### config.mk
export PLATFORM = sky130hd
export DESIGN_NAME = duck_hunt_top
export DESIGN_NICKNAME = d
export VERILOG_FILES = /design/src/hdl/duck_bus_pkg.sv /design/src/hdl/duck_game_pkg.sv /design/src/hdl/duck_hunt_top.sv /design/src/hdl/duck_game_logic.sv /design/src/hdl/duck_hit_merge.sv /design/src/hdl/duck_hit_lane.sv /design/src/hdl/duck_shot_capture.sv /design/src/hdl/duck_apb_regs.sv
export VERILOG_INCLUDE_DIRS = /design/src /design/src/hdl
export SDC_FILE = /design/constraint.sdc
export NUM_CORES = 1
export LEC_CHECK = 0
export ABC_AREA = 1
export BUFFER_PORTS_ARGS = -buffer_cell sky130_fd_sc_hd__clkbuf_2
export CAP_MARGIN = 15
export CORE_UTILIZATION = 30
export DETAILED_ROUTE_END_ITERATION = 8
export PLACE_DENSITY_LB_ADDON = 0.15
export REMOVE_ABC_BUFFERS = 1
export SLEW_MARGIN = 40
export SYNTH_ARGS = -nofsm -noshare
export SYNTH_HDL_FRONTEND = slang
export SYNTH_SLANG_ARGS = --single-unit
export TNS_END_PERCENT = 5
### constraint.sdc
create_clock -name clk -period 4.68 [get_ports clk]
set_input_delay 0 -clock clk [delete_from_list [all_inputs] [get_ports clk]]
set_output_delay 0 -clock clk [all_outputs]
set_load 0.02 [all_outputs]
### src/hdl/duck_hunt_defs.svh
`ifndef DUCK_HUNT_DEFS_SVH
`define DUCK_HUNT_DEFS_SVH

`define DUCK_NUM            4    // ducks on screen, one hit lane each
`define DUCK_WIDTH          96   // box size in pixels from the top-left corner
`define DUCK_HEIGHT         60

// phase timer defaults in clock cycles
`define DUCK_COUNTDOWN_DEF  32'd130_000_000
`define DUCK_DEATH_DEF      32'd130_000_000
`define DUCK_RELOAD_DEF     32'd65_000

`define DUCK_MAG_SIZE       3
`define DUCK_AMMO_TOTAL     27   // loaded rounds count against this too

// register byte offsets
`define DUCK_REG_CTRL       8'h00
`define DUCK_REG_COUNTDOWN  8'h04
`define DUCK_REG_DEATH      8'h08
`define DUCK_REG_RELOAD     8'h0C
`define DUCK_REG_POS0       8'h10  // one word per duck
`define DUCK_REG_STATUS     8'h20

`endif
### src/hdl/duck_bus_pkg.sv
`default_nettype none

package duck_bus_pkg;

    typedef struct packed {
        logic        psel;
        logic        penable;
        logic        pwrite;
        logic [7:0]  paddr;   // byte offset
        logic [31:0] pwdata;
    } apb_req_t;

    typedef struct packed {
        logic [31:0] prdata;
        logic        pready;
        logic        pslverr;
    } apb_rsp_t;

endpackage

`default_nettype wire

### src/hdl/duck_game_pkg.sv
`default_nettype none

`include "duck_hunt_defs.svh"

package duck_game_pkg;

    localparam int DUCK_IDX_W = $clog2(`DUCK_NUM);

    typedef struct packed {
        logic        valid;
        logic [11:0] x;
        logic [11:0] y;
    } shot_t;

    typedef struct packed {
        logic                  valid;
        logic                  hit;   // low means a miss
        logic [DUCK_IDX_W-1:0] idx;   // lowest duck index that was hit
    } hit_t;

    typedef struct packed {
        logic [11:0] x;
        logic [11:0] y;
    } duck_pos_t;

    typedef enum logic [1:0] {
        WAIT_FOR_START = 2'b00,
        HUNTING        = 2'b01,
        RELOADING      = 2'b10,
        DELAY          = 2'b11
    } game_phase_t;

    typedef struct packed {
        game_phase_t          phase;
        logic [2:0]           magazine;
        logic [6:0]           reserve;
        logic [6:0]           score;
        logic                 reload_prompt;
        logic [`DUCK_NUM-1:0] live_mask;
    } game_status_t;

endpackage

`default_nettype wire

### src/hdl/duck_hunt_top.sv
`timescale 1ns/1ps
`default_nettype none

`include "duck_hunt_defs.svh"

module duck_hunt_top import duck_bus_pkg::*, duck_game_pkg::*; (
    input  logic                  clk,
    input  logic                  rst,
    input  apb_req_t              apb_req,
    output apb_rsp_t              apb_rsp,
    input  logic [11:0]           mouse_xpos,
    input  logic [11:0]           mouse_ypos,
    input  logic                  left_mouse,
    input  logic                  right_mouse,
    output logic                  hunt_start,
    output logic                  duck_killed,
    output logic                  show_reload_char,
    output logic [DUCK_IDX_W-1:0] kill_index
);

    logic                 game_enable;
    logic [31:0]          countdown_cycles;
    logic [31:0]          death_cycles;
    logic [31:0]          reload_cycles;
    duck_pos_t            duck_pos [`DUCK_NUM];
    game_status_t         status;
    shot_t                shot;
    logic                 reload_req;
    logic [`DUCK_NUM-1:0] lane_hit;
    logic [`DUCK_NUM-1:0] live_mask;
    logic                 hunting;
    hit_t                 hit;

    duck_apb_regs u_regs (
        .clk, .rst, .apb_req, .apb_rsp, .status, .game_enable,
        .countdown_cycles, .death_cycles, .reload_cycles, .duck_pos
    );

    duck_shot_capture u_capture (
        .clk, .rst, .mouse_xpos, .mouse_ypos, .left_mouse, .right_mouse,
        .shot, .reload_req
    );

    // ------------------------------------------------------------------------
    // one hit lane per duck, all fed the same shot
    // ------------------------------------------------------------------------
    for (genvar i = 0; i < `DUCK_NUM; i++) begin : g_lane
        duck_hit_lane u_lane (
            .clk, .rst, .shot,
            .pos         (duck_pos[i]),
            .lane_enable (live_mask[i] && hunting),
            .lane_hit    (lane_hit[i])
        );
    end

    duck_hit_merge u_merge (
        .clk, .rst, .shot_valid(shot.valid), .lane_hit, .hit
    );

    duck_game_logic u_game (
        .clk, .rst, .game_enable, .reload_req, .hit,
        .countdown_cycles, .death_cycles, .reload_cycles,
        .status, .hunting, .live_mask, .hunt_start, .duck_killed, .show_reload_char
    );

    assign kill_index = hit.idx;

endmodule

`default_nettype wire

### src/hdl/duck_game_logic.sv
`timescale 1ns/1ps
`default_nettype none

`include "duck_hunt_defs.svh"

module duck_game_logic import duck_game_pkg::*; (
    input  logic                 clk,
    input  logic                 rst,
    input  logic                 game_enable,
    input  logic                 reload_req,
    input  hit_t                 hit,
    input  logic [31:0]          countdown_cycles,
    input  logic [31:0]          death_cycles,
    input  logic [31:0]          reload_cycles,
    output game_status_t         status,
    output logic                 hunting,
    output logic [`DUCK_NUM-1:0] live_mask,
    output logic                 hunt_start,
    output logic                 duck_killed,
    output logic                 show_reload_char
);

    game_phase_t          state;
    logic [31:0]          timer;       // phase timer, DELAY only
    logic [2:0]           magazine;
    logic [6:0]           reserve;
    logic [6:0]           score;
    logic [2:0]           spent;
    logic [`DUCK_NUM-1:0] live_left;

    assign spent = 3'(`DUCK_MAG_SIZE) - magazine;

    always_comb begin
        live_left = live_mask;
        live_left[hit.idx] = 1'b0;
    end

    // ------------------------------------------------------------------------
    // phase machine and counters
    // ------------------------------------------------------------------------
    always_ff @(posedge clk) begin
        if (rst) begin
            state            <= WAIT_FOR_START;
            timer            <= '0;
            magazine         <= 3'(`DUCK_MAG_SIZE);
            reserve          <= 7'(`DUCK_AMMO_TOTAL);
            score            <= '0;
            live_mask        <= '1;
            duck_killed      <= 1'b0;
            show_reload_char <= 1'b0;
        end else begin
            duck_killed <= 1'b0;   // single cycle pulse
            if (!game_enable) begin
                state <= WAIT_FOR_START;
            end else begin
                case (state)
                    WAIT_FOR_START: begin   // fresh game on start
                        state            <= DELAY;
                        timer            <= countdown_cycles;
                        magazine         <= 3'(`DUCK_MAG_SIZE);
                        reserve          <= 7'(`DUCK_AMMO_TOTAL);
                        score            <= '0;
                        live_mask        <= '1;
                        show_reload_char <= 1'b0;
                    end
                    DELAY: begin
                        if (timer == '0) state <= HUNTING;
                        else             timer <= timer - 1'b1;
                    end
                    HUNTING: begin
                        if (reload_req) begin   // reload beats a result landing now
                            state            <= RELOADING;
                            magazine         <= 3'(`DUCK_MAG_SIZE);
                            reserve          <= (reserve >= {4'b0, spent}) ? reserve - spent : '0;
                            show_reload_char <= 1'b0;
                        end else if (hit.valid) begin
                            if (magazine != '0) begin
                                magazine <= magazine - 1'b1;
                                reserve  <= reserve - 1'b1;
                                if (hit.hit) begin
                                    score       <= score + 1'b1;
                                    live_mask   <= (live_left == '0) ? '1 : live_left;
                                    duck_killed <= 1'b1;
                                    state       <= DELAY;
                                    timer       <= death_cycles;
                                end
                            end else begin
                                show_reload_char <= 1'b1;   // click on empty
                            end
                        end
                    end
                    RELOADING: begin
                        state <= DELAY;
                        timer <= reload_cycles;
                    end
                endcase
            end
        end
    end

    assign hunting    = (state == HUNTING);
    assign hunt_start = hunting;

    assign status = '{phase:         state,
                      magazine:      magazine,
                      reserve:       reserve,
                      score:         score,
                      reload_prompt: show_reload_char,
                      live_mask:     live_mask};

endmodule

`default_nettype wire

### src/hdl/duck_hit_merge.sv
`timescale 1ns/1ps
`default_nettype none

`include "duck_hunt_defs.svh"

module duck_hit_merge import duck_game_pkg::*; (
    input  logic                 clk,
    input  logic                 rst,
    input  logic                 shot_valid,
    input  logic [`DUCK_NUM-1:0] lane_hit,
    output hit_t                 hit
);

    logic                  valid_d;   // lines up with lane_hit
    logic                  hit_valid;
    logic                  hit_any;
    logic [DUCK_IDX_W-1:0] hit_idx;
    logic [DUCK_IDX_W-1:0] low_idx;

    // lowest index wins where boxes overlap
    always_comb begin
        low_idx = '0;
        for (int i = `DUCK_NUM - 1; i >= 0; i--) begin
            if (lane_hit[i]) low_idx = DUCK_IDX_W'(i);
        end
    end

    always_ff @(posedge clk) begin
        if (rst) begin
            valid_d   <= 1'b0;
            hit_valid <= 1'b0;
        end else begin
            valid_d   <= shot_valid;
            hit_valid <= valid_d;
        end
    end

    // result held until the next shot so the index stays readable
    always_ff @(posedge clk) begin
        if (valid_d) begin
            hit_any <= |lane_hit;
            hit_idx <= low_idx;
        end
    end

    assign hit = '{valid: hit_valid, hit: hit_any, idx: hit_idx};

endmodule

`default_nettype wire

### src/hdl/duck_hit_lane.sv
`timescale 1ns/1ps
`default_nettype none

`include "duck_hunt_defs.svh"

module duck_hit_lane import duck_game_pkg::*; (
    input  logic      clk,
    input  logic      rst,
    input  shot_t     shot,
    input  duck_pos_t pos,
    input  logic      lane_enable,   // duck alive and game hunting
    output logic      lane_hit
);

    logic in_x;
    logic in_y;

    // box edges are inclusive on both sides
    assign in_x = (shot.x >= pos.x) && (shot.x <= pos.x + `DUCK_WIDTH);
    assign in_y = (shot.y >= pos.y) && (shot.y <= pos.y + `DUCK_HEIGHT);

    always_ff @(posedge clk) begin
        if (rst) begin
            lane_hit <= 1'b0;
        end else begin
            lane_hit <= shot.valid && lane_enable && in_x && in_y;
        end
    end

endmodule

`default_nettype wire

### src/hdl/duck_shot_capture.sv
`timescale 1ns/1ps
`default_nettype none

module duck_shot_capture import duck_game_pkg::*; (
    input  logic        clk,
    input  logic        rst,
    input  logic [11:0] mouse_xpos,
    input  logic [11:0] mouse_ypos,
    input  logic        left_mouse,
    input  logic        right_mouse,
    output shot_t       shot,
    output logic        reload_req
);

    logic        left_prev;
    logic        right_prev;
    logic        shot_valid;
    logic [11:0] shot_x;
    logic [11:0] shot_y;

    always_ff @(posedge clk) begin
        if (rst) begin
            left_prev  <= 1'b0;
            right_prev <= 1'b0;
            shot_valid <= 1'b0;
            reload_req <= 1'b0;
        end else begin
            left_prev  <= left_mouse;
            right_prev <= right_mouse;
            shot_valid <= left_mouse && !left_prev;     // press only, not hold
            reload_req <= right_mouse && !right_prev;
        end
    end

    // pointer latched every cycle, qualified by shot_valid
    always_ff @(posedge clk) begin
        shot_x <= mouse_xpos;
        shot_y <= mouse_ypos;
    end

    assign shot = '{valid: shot_valid, x: shot_x, y: shot_y};

endmodule

`default_nettype wire

### src/hdl/duck_apb_regs.sv
`timescale 1ns/1ps
`default_nettype none

`include "duck_hunt_defs.svh"

module duck_apb_regs import duck_bus_pkg::*, duck_game_pkg::*; (
    input  logic         clk,
    input  logic         rst,
    input  apb_req_t     apb_req,
    output apb_rsp_t     apb_rsp,
    input  game_status_t status,
    output logic         game_enable,
    output logic [31:0]  countdown_cycles,
    output logic [31:0]  death_cycles,
    output logic [31:0]  reload_cycles,
    output duck_pos_t    duck_pos [`DUCK_NUM]
);

    logic [7:0]            word_addr;
    logic                  access;
    logic                  is_pos;
    logic                  mapped;
    logic [DUCK_IDX_W-1:0] pos_idx;
    logic [31:0]           rd_data;

    assign word_addr = {apb_req.paddr[7:2], 2'b00};   // byte lanes ignored
    assign access    = apb_req.psel && apb_req.penable;
    assign is_pos    = (word_addr >= `DUCK_REG_POS0) &&
                       (word_addr < `DUCK_REG_POS0 + 4 * `DUCK_NUM);
    assign pos_idx   = DUCK_IDX_W'((word_addr - `DUCK_REG_POS0) >> 2);

    // ------------------------------------------------------------------------
    // writable registers
    // ------------------------------------------------------------------------
    always_ff @(posedge clk) begin
        if (rst) begin
            game_enable      <= 1'b0;
            countdown_cycles <= `DUCK_COUNTDOWN_DEF;
            death_cycles     <= `DUCK_DEATH_DEF;
            reload_cycles    <= `DUCK_RELOAD_DEF;
            for (int i = 0; i < `DUCK_NUM; i++) begin
                duck_pos[i] <= '0;   // parked at origin until placed
            end
        end else if (access && apb_req.pwrite) begin
            if (is_pos) begin
                duck_pos[pos_idx] <= '{x: apb_req.pwdata[11:0], y: apb_req.pwdata[27:16]};
            end else begin
                case (word_addr)
                    `DUCK_REG_CTRL:      game_enable      <= apb_req.pwdata[0];
                    `DUCK_REG_COUNTDOWN: countdown_cycles <= apb_req.pwdata;
                    `DUCK_REG_DEATH:     death_cycles     <= apb_req.pwdata;
                    `DUCK_REG_RELOAD:    reload_cycles    <= apb_req.pwdata;
                    default: ;           // status and holes are not writable
                endcase
            end
        end
    end

    // ------------------------------------------------------------------------
    // read mux
    // ------------------------------------------------------------------------
    always_comb begin
        rd_data = '0;
        mapped  = 1'b1;
        if (is_pos) begin
            rd_data = {4'h0, duck_pos[pos_idx].y, 4'h0, duck_pos[pos_idx].x};
        end else begin
            case (word_addr)
                `DUCK_REG_CTRL:      rd_data = {31'b0, game_enable};
                `DUCK_REG_COUNTDOWN: rd_data = countdown_cycles;
                `DUCK_REG_DEATH:     rd_data = death_cycles;
                `DUCK_REG_RELOAD:    rd_data = reload_cycles;
                `DUCK_REG_STATUS:    rd_data = {8'h00, status};
                default:             mapped  = 1'b0;
            endcase
        end
    end

    assign apb_rsp.prdata  = rd_data;
    assign apb_rsp.pready  = 1'b1;   // every register answers at once
    assign apb_rsp.pslverr = access && (!mapped ||
                             (apb_req.pwrite && word_addr == `DUCK_REG_STATUS));

endmodule

`default_nettype wire

==> results.tsv, run 1 <==
metric	value	unit
status	completed	
path_depth	10	
crit_fanout	12	
critPathKind	input pin to output pin	
slew_headroom	45.1	%
rsz0062_at_grt	no	
path_common_cell	nand2_1	
row_count	89	
htreeDepth	2	
io_pins	110	
drive_gt1_share	9.73	%
antenna_found_initial	4	
cts_repair_resize_count	0	
period_minus_slack	3.02	ns
antenna_cells	0	
dr_total_vias	18000	
max_freq	332	MHz
hold_path_depth	6	
worst_hold_path_type	input pin to register	
met2_usage	35.0	%
cp-end-kind	output pin	
p_total	6.14	mW
ys_top_cells_by_area	dfxtp_1, ha_1, nand2_1, a21oi_1, o21ai_0	
gp_congestion	0.907	
clock_path_buffers	3	
synth_edf_count	3	
synth_ff_type	dfxtp_1	
cts.clk_slew.worst_paths	0.06	ns
die_h	248	um
synth.distinct_cells	49	
routedWlPerCell	18.8	um
cp_top_family	buffers and inverters	
syn_area	18200	sq um
via_per_inst	5.12	
powerDensity	287	nW/um^2
drc	0	
cts_tree	built	
first_global_vias	17200	
hold_violations	0	
hold_ws	0.0473	ns
ant_nets	0	
die_w	248	um
firstDrtPassIters	5	
fp.dieArea	61700	sq um
final_common_cell	nand2_1	
netlist.area_leader.share	31.2	%
track_usage	21.2	%
setup_violations	0	
seq_area_frac_synth	31.7	%
grt.met3_usage	3.01	%
pre_cts_ws	1.95	ns
path_buf_inv	5	
cp_cell_sequence	dlygate4sd3_1 -> clkbuf_2 -> inv_1 -> nand2_1 -> nor2_1 -> nand2_1 -> inv_1 -> a221oi_1 -> nand2_1 -> clkbuf_2	
fin_util	36.0	%
core_area	59500	sq um
root_buffer	clkbuf_16	
synthesis.instances	2587	
met1_usage	28.3	%
cts.sinks	287	
slowest_stage	inv_1	
worst_pin_slew	0.822	ns
overflow	0	
flow.area_growth_from_synthesis	17.5	%
avgSynthCellArea	7.04	sq um
cp_slowest_stage_delay	0.82	ns
drv_slew	0	
synth.largest_area_cell	dfxtp_1	
fin_tns_setup	0	ns
crit_required	4.68	ns
postRouteWirelength	66300	um
cp.arrival	3.02	ns
cts_buffers	39	
start_kind	input pin	
grt_max_degree	113	
period_share	64.4	%
dp_hpwl	48800	um
grt_pass1_wl	102000	um
yosys_warnings	0	
cap_violations	0	
start_util	30.6	%
clock_skew	0.0200	ns
grt_busiest_layer	met2	
ys_ff_latch	287	
synthArstFlopShare	0	%
nets	2969	
ctsHoldBuffers	66	
clk_latency	0.57	ns
portBuffers	106	
ir_drop	0.000231	V
n_fill_cell	6346	
ff2ff_path_depth	8	
layout_common_cells	nand2_1, dfxtp_1, inv_1	
drt_iter0_markers	1328	
power.leakage	9.15	nW
worst_slack	1.66	ns
cts_setup_buffers	0	
==> tightest hold or removal path, delay by kind of cell <==
| family | cells | cell delay, ns |
|---|---|---|
| AND/OR/NAND/NOR | 3 | 0.38 |
| buffers and inverters | 2 | 0.10 |
| AO/OA/AOI/OAI | 1 | 0.08 |
==> cell usage after synthesis, types with 3 or more instances <==
cell	count
nand3_1	117
clkbuf_1	51
nand2_1	537
buf_1	6
o211ai_1	31
inv_1	280
xor2_1	46
o21bai_1	11
nand2_2	13
o22ai_1	26
nor2_2	8
a22oi_1	26
nor2_4	10
o21ai_0	244
a21oi_1	245
edfxtp_1	3
or2_2	5
nor3_1	32
dfxtp_1	284
a221oi_1	19
inv_2	17
o2111ai_1	29
buf_2	38
nor4_1	3
xnor2_1	6
ha_1	181
nor2_1	223
a211oi_1	8
nand4_1	35
a21oi_2	14
o221ai_1	3
buf_4	6
nand3b_1	10
==> flip-flops by register name (all words and copies together) (netlist names), 2 cells and up <==
register                 cells
u_regs.duck_pos             96
u_game.timer                32
u_regs.countdown_cycles     32
u_regs.death_cycles         32
u_regs.reload_cycles        32
u_capture.shot_x            12
u_capture.shot_y            12
u_game.reserve               7
u_game.score                 7
g_lane.u_lane.lane_hit       4
u_game.live_mask             4
u_game.magazine              3
u_game.state                 2
u_merge.hit_idx              2
==> through the flow <==
step / cells / cell area (sq um)
after CTS: 3517 / 21400
final: 3517 / 21400
after floorplan: 2482 / 17700
after global routing: 3517 / 21400
after detailed placement: 3382 / 19400
after global placement: 3381 / 19400
==> final timing paths <==
kind,from,to,slack (ns)
max,apb_req[37],apb_rsp[3],1.66
max reg2reg,u_game.state[1],u_game.timer[5],1.97
min reg2reg,u_capture.left_prev,u_capture.shot_valid,0.39
min,apb_req[38],u_regs.game_enable,0.05
==> cells by family after synthesis <==
kind of cell | Yosys count | share of synthesized area [%]
compound gates | 664 | 20.9
xor+xnor | 52 | 2.50
fa+ha+maj | 182 | 12.5
buf+inv | 402 | 8.92
flops | 287 | 31.7
other cells | 1 | 0.0206
simple gates | 999 | 23.4
==> power breakdown <==
group / total (mW) / switching, mW / internal (mW)
Combinational: 0.474 / 0.297 / 0.177
Sequential: 2.50 / 0.0386 / 2.47
Clock: 3.16 / 1.22 / 1.94
Total: 6.14 / 1.56 / 4.59
==> routing by layer <==
layer / share of wire [%] / routed length [um]
met5: 0.041 / 27
met3: 4.4 / 2940
met4: 2.7 / 1790
met2: 46 / 30500
met1: 47 / 31000
==> cell type report <==
cell class	count	area, sq um	area share [%]
Multi-Input combinational cell	1898	10800	50.6
Sequential cell	287	5780	27.0
Timing Repair Buffer	193	1380	6.45
Inverter	297	1120	5.22
Clock buffer	49	1060	4.97
Tap cell	773	967	4.52
Clock inverter	20	265	1.24
(Power assumes the default switching activity.)
==> run 2, diff against run 1 <==
==> constraint.sdc (replaced) <==
create_clock -name clk -period 2.9 [get_ports clk]
set_input_delay 0 -clock clk [delete_from_list [all_inputs] [get_ports clk]]
set_output_delay 0 -clock clk [all_outputs]
set_load 0.02 [all_outputs]
==> results.tsv, run 2 (same netlist as run 1, synthesis figures left out) <==
metric	value	unit
cts_setup_buffers	0	
antenna_found_initial	2	
powerDensity	446	nW/um^2
die_h	248	um
power.leakage	9.21	nW
largest_reg_flops	96	
io_pins	110	
nets	2990	
pre_cts_ws	0.221	ns
dr_total_vias	17900	
drive_gt1_share	10.3	%
start_util	30.6	%
worst_slack	0.245	ns
dr_wl_met3	2880	um
fp.dieArea	61700	sq um
final_common_cell	nand2_1	
htreeDepth	2	
root_buffer	clkbuf_16	
regMostFlops	u_regs.duck_pos	
cp_cell_sequence	dlygate4sd3_1 -> clkbuf_2 -> inv_1 -> nand2_1 -> nor2_1 -> nand2_1 -> inv_1 -> buf_12 -> nand2_1 -> o2111ai_1 -> clkbuf_2	
critPathKind	input pin to output pin	
worst_pin_slew	0.736	ns
slowest_stage	dlygate4sd3_1	
slew_headroom	50.9	%
drv_slew	0	
ant_nets	0	
path_common_cell	nand2_1	
routedWlPerCell	19.0	um
via_per_inst	5.07	
cp.arrival	2.66	ns
postRouteWirelength	67200	um
flow.area_growth_from_synthesis	18.0	%
crit_fanout	24	
design_area	21500	sq um
overflow	0	
dr_wl_met2	31400	um
track_usage	21.4	%
start_kind	input pin	
cts_buffers	37	
row_count	89	
crit_required	2.90	ns
die_w	248	um
wl_met1	31400	um
clock_path_buffers	3	
cap_violations	0	
first_global_vias	17200	
cts.clk_slew.worst_paths	0.06	ns
grt_max_degree	93	
drc	0	
dp_hpwl	49700	um
max_freq	377	MHz
setup_violations	0	
core_area	59500	sq um
gp_congestion	0.901	
ir_drop	0.000595	V
clock_skew	0.0179	ns
layout_common_cells	nand2_1, dfxtp_1, inv_1	
drt_iter0_markers	1305	
firstDrtPassIters	5	
clk_latency	0.56	ns
highest-signal-layer	met4	
period_share	91.6	%
hold_violations	0	
status	completed	
fin_tns_setup	0	ns
cts_tree	built	
grt_pass1_wl	103000	um
portBuffers	106	
cts.sinks	287	
rsz0062_at_grt	no	
placed_cell_area	19600	sq um
cp-end-kind	output pin	
period_minus_slack	2.66	ns
cp_slowest_stage_delay	0.54	ns
worst_hold_path_type	input pin to register	
==> run 2: cell count changes in the layout (fill, tap and decap cells not counted), moves of 3 or more <==
cell / before / now
clkinv_2: 9 / 6
buf_4: 19 / 39
clkbuf_1: 6 / 9
clkbuf_8: 3 / 10
bufinv_16: 6 / 2
==> run 2: report_power, final <==
group | switching, mW | internal, mW
Combinational | 0.485 | 0.293
Sequential | 0.0612 | 3.98
Clock | 1.92 | 2.84
==> run 2: timing repair <==
action | in CTS | in global routing
gates resized for setup | 0 | 3
endpoints found under the hold margin | 228 | 0
endpoints found under the setup margin | 0 | 1
hold buffers | 68 | 0
==> run 2: metrics by stage <==
stage	cells	hold slack, ns	power [mW]	utilization [%]
final	3539	0.0477	9.58	36.2
after global routing	3538	0.0630	9.94	36.2
after CTS	3538	0.0273	9.70	36.1
after detailed placement	3403	0.104	4.83	32.9
after global placement	3403	0.103	4.82	32.9
after floorplan	2482	0.0277	4.50	-
==> run 2: final cells by class <==
cell class / instances / area (sq um)
inverter: 297 / 1120
fill: 6405 / 38000
multi-input combinational: 1898 / 10800
tap: 773 / 967
antenna: 1 / 2.50
timing repair buffer: 216 / 1560
sequential: 287 / 5780
clock inverter: 10 / 114
clock buffer: 57 / 1120
==> run 2: metal layers <==
layer	GRT usage, %	vias to the layer above
met5	0	-
met4	6.18	0
met3	2.62	90
met2	36.0	384
met1	28.5	8435
li1	-	9027
==> run 2: final timing paths <==
| path | from | endpoint | slack (ns) | cells past startpoint |
|---|---|---|---|---|
| hold / removal | apb_req[39] | u_regs.game_enable | 0.05 | 6 |
| setup / recovery | apb_req[36] | apb_rsp[20] | 0.24 | 11 |
| setup reg to reg | u_regs.duck_pos[50] | g_lane[1].u_lane.lane_hit | 0.35 | 12 |
| hold reg to reg | u_capture.right_prev | u_capture.reload_req | 0.39 | 1 |
==> run 2: critical path, delay by kind of cell <==
kind | cells | cell delay, ns
buf+inv | 6 | 1.68
simple gates | 4 | 0.70
compound gates | 1 | 0.26
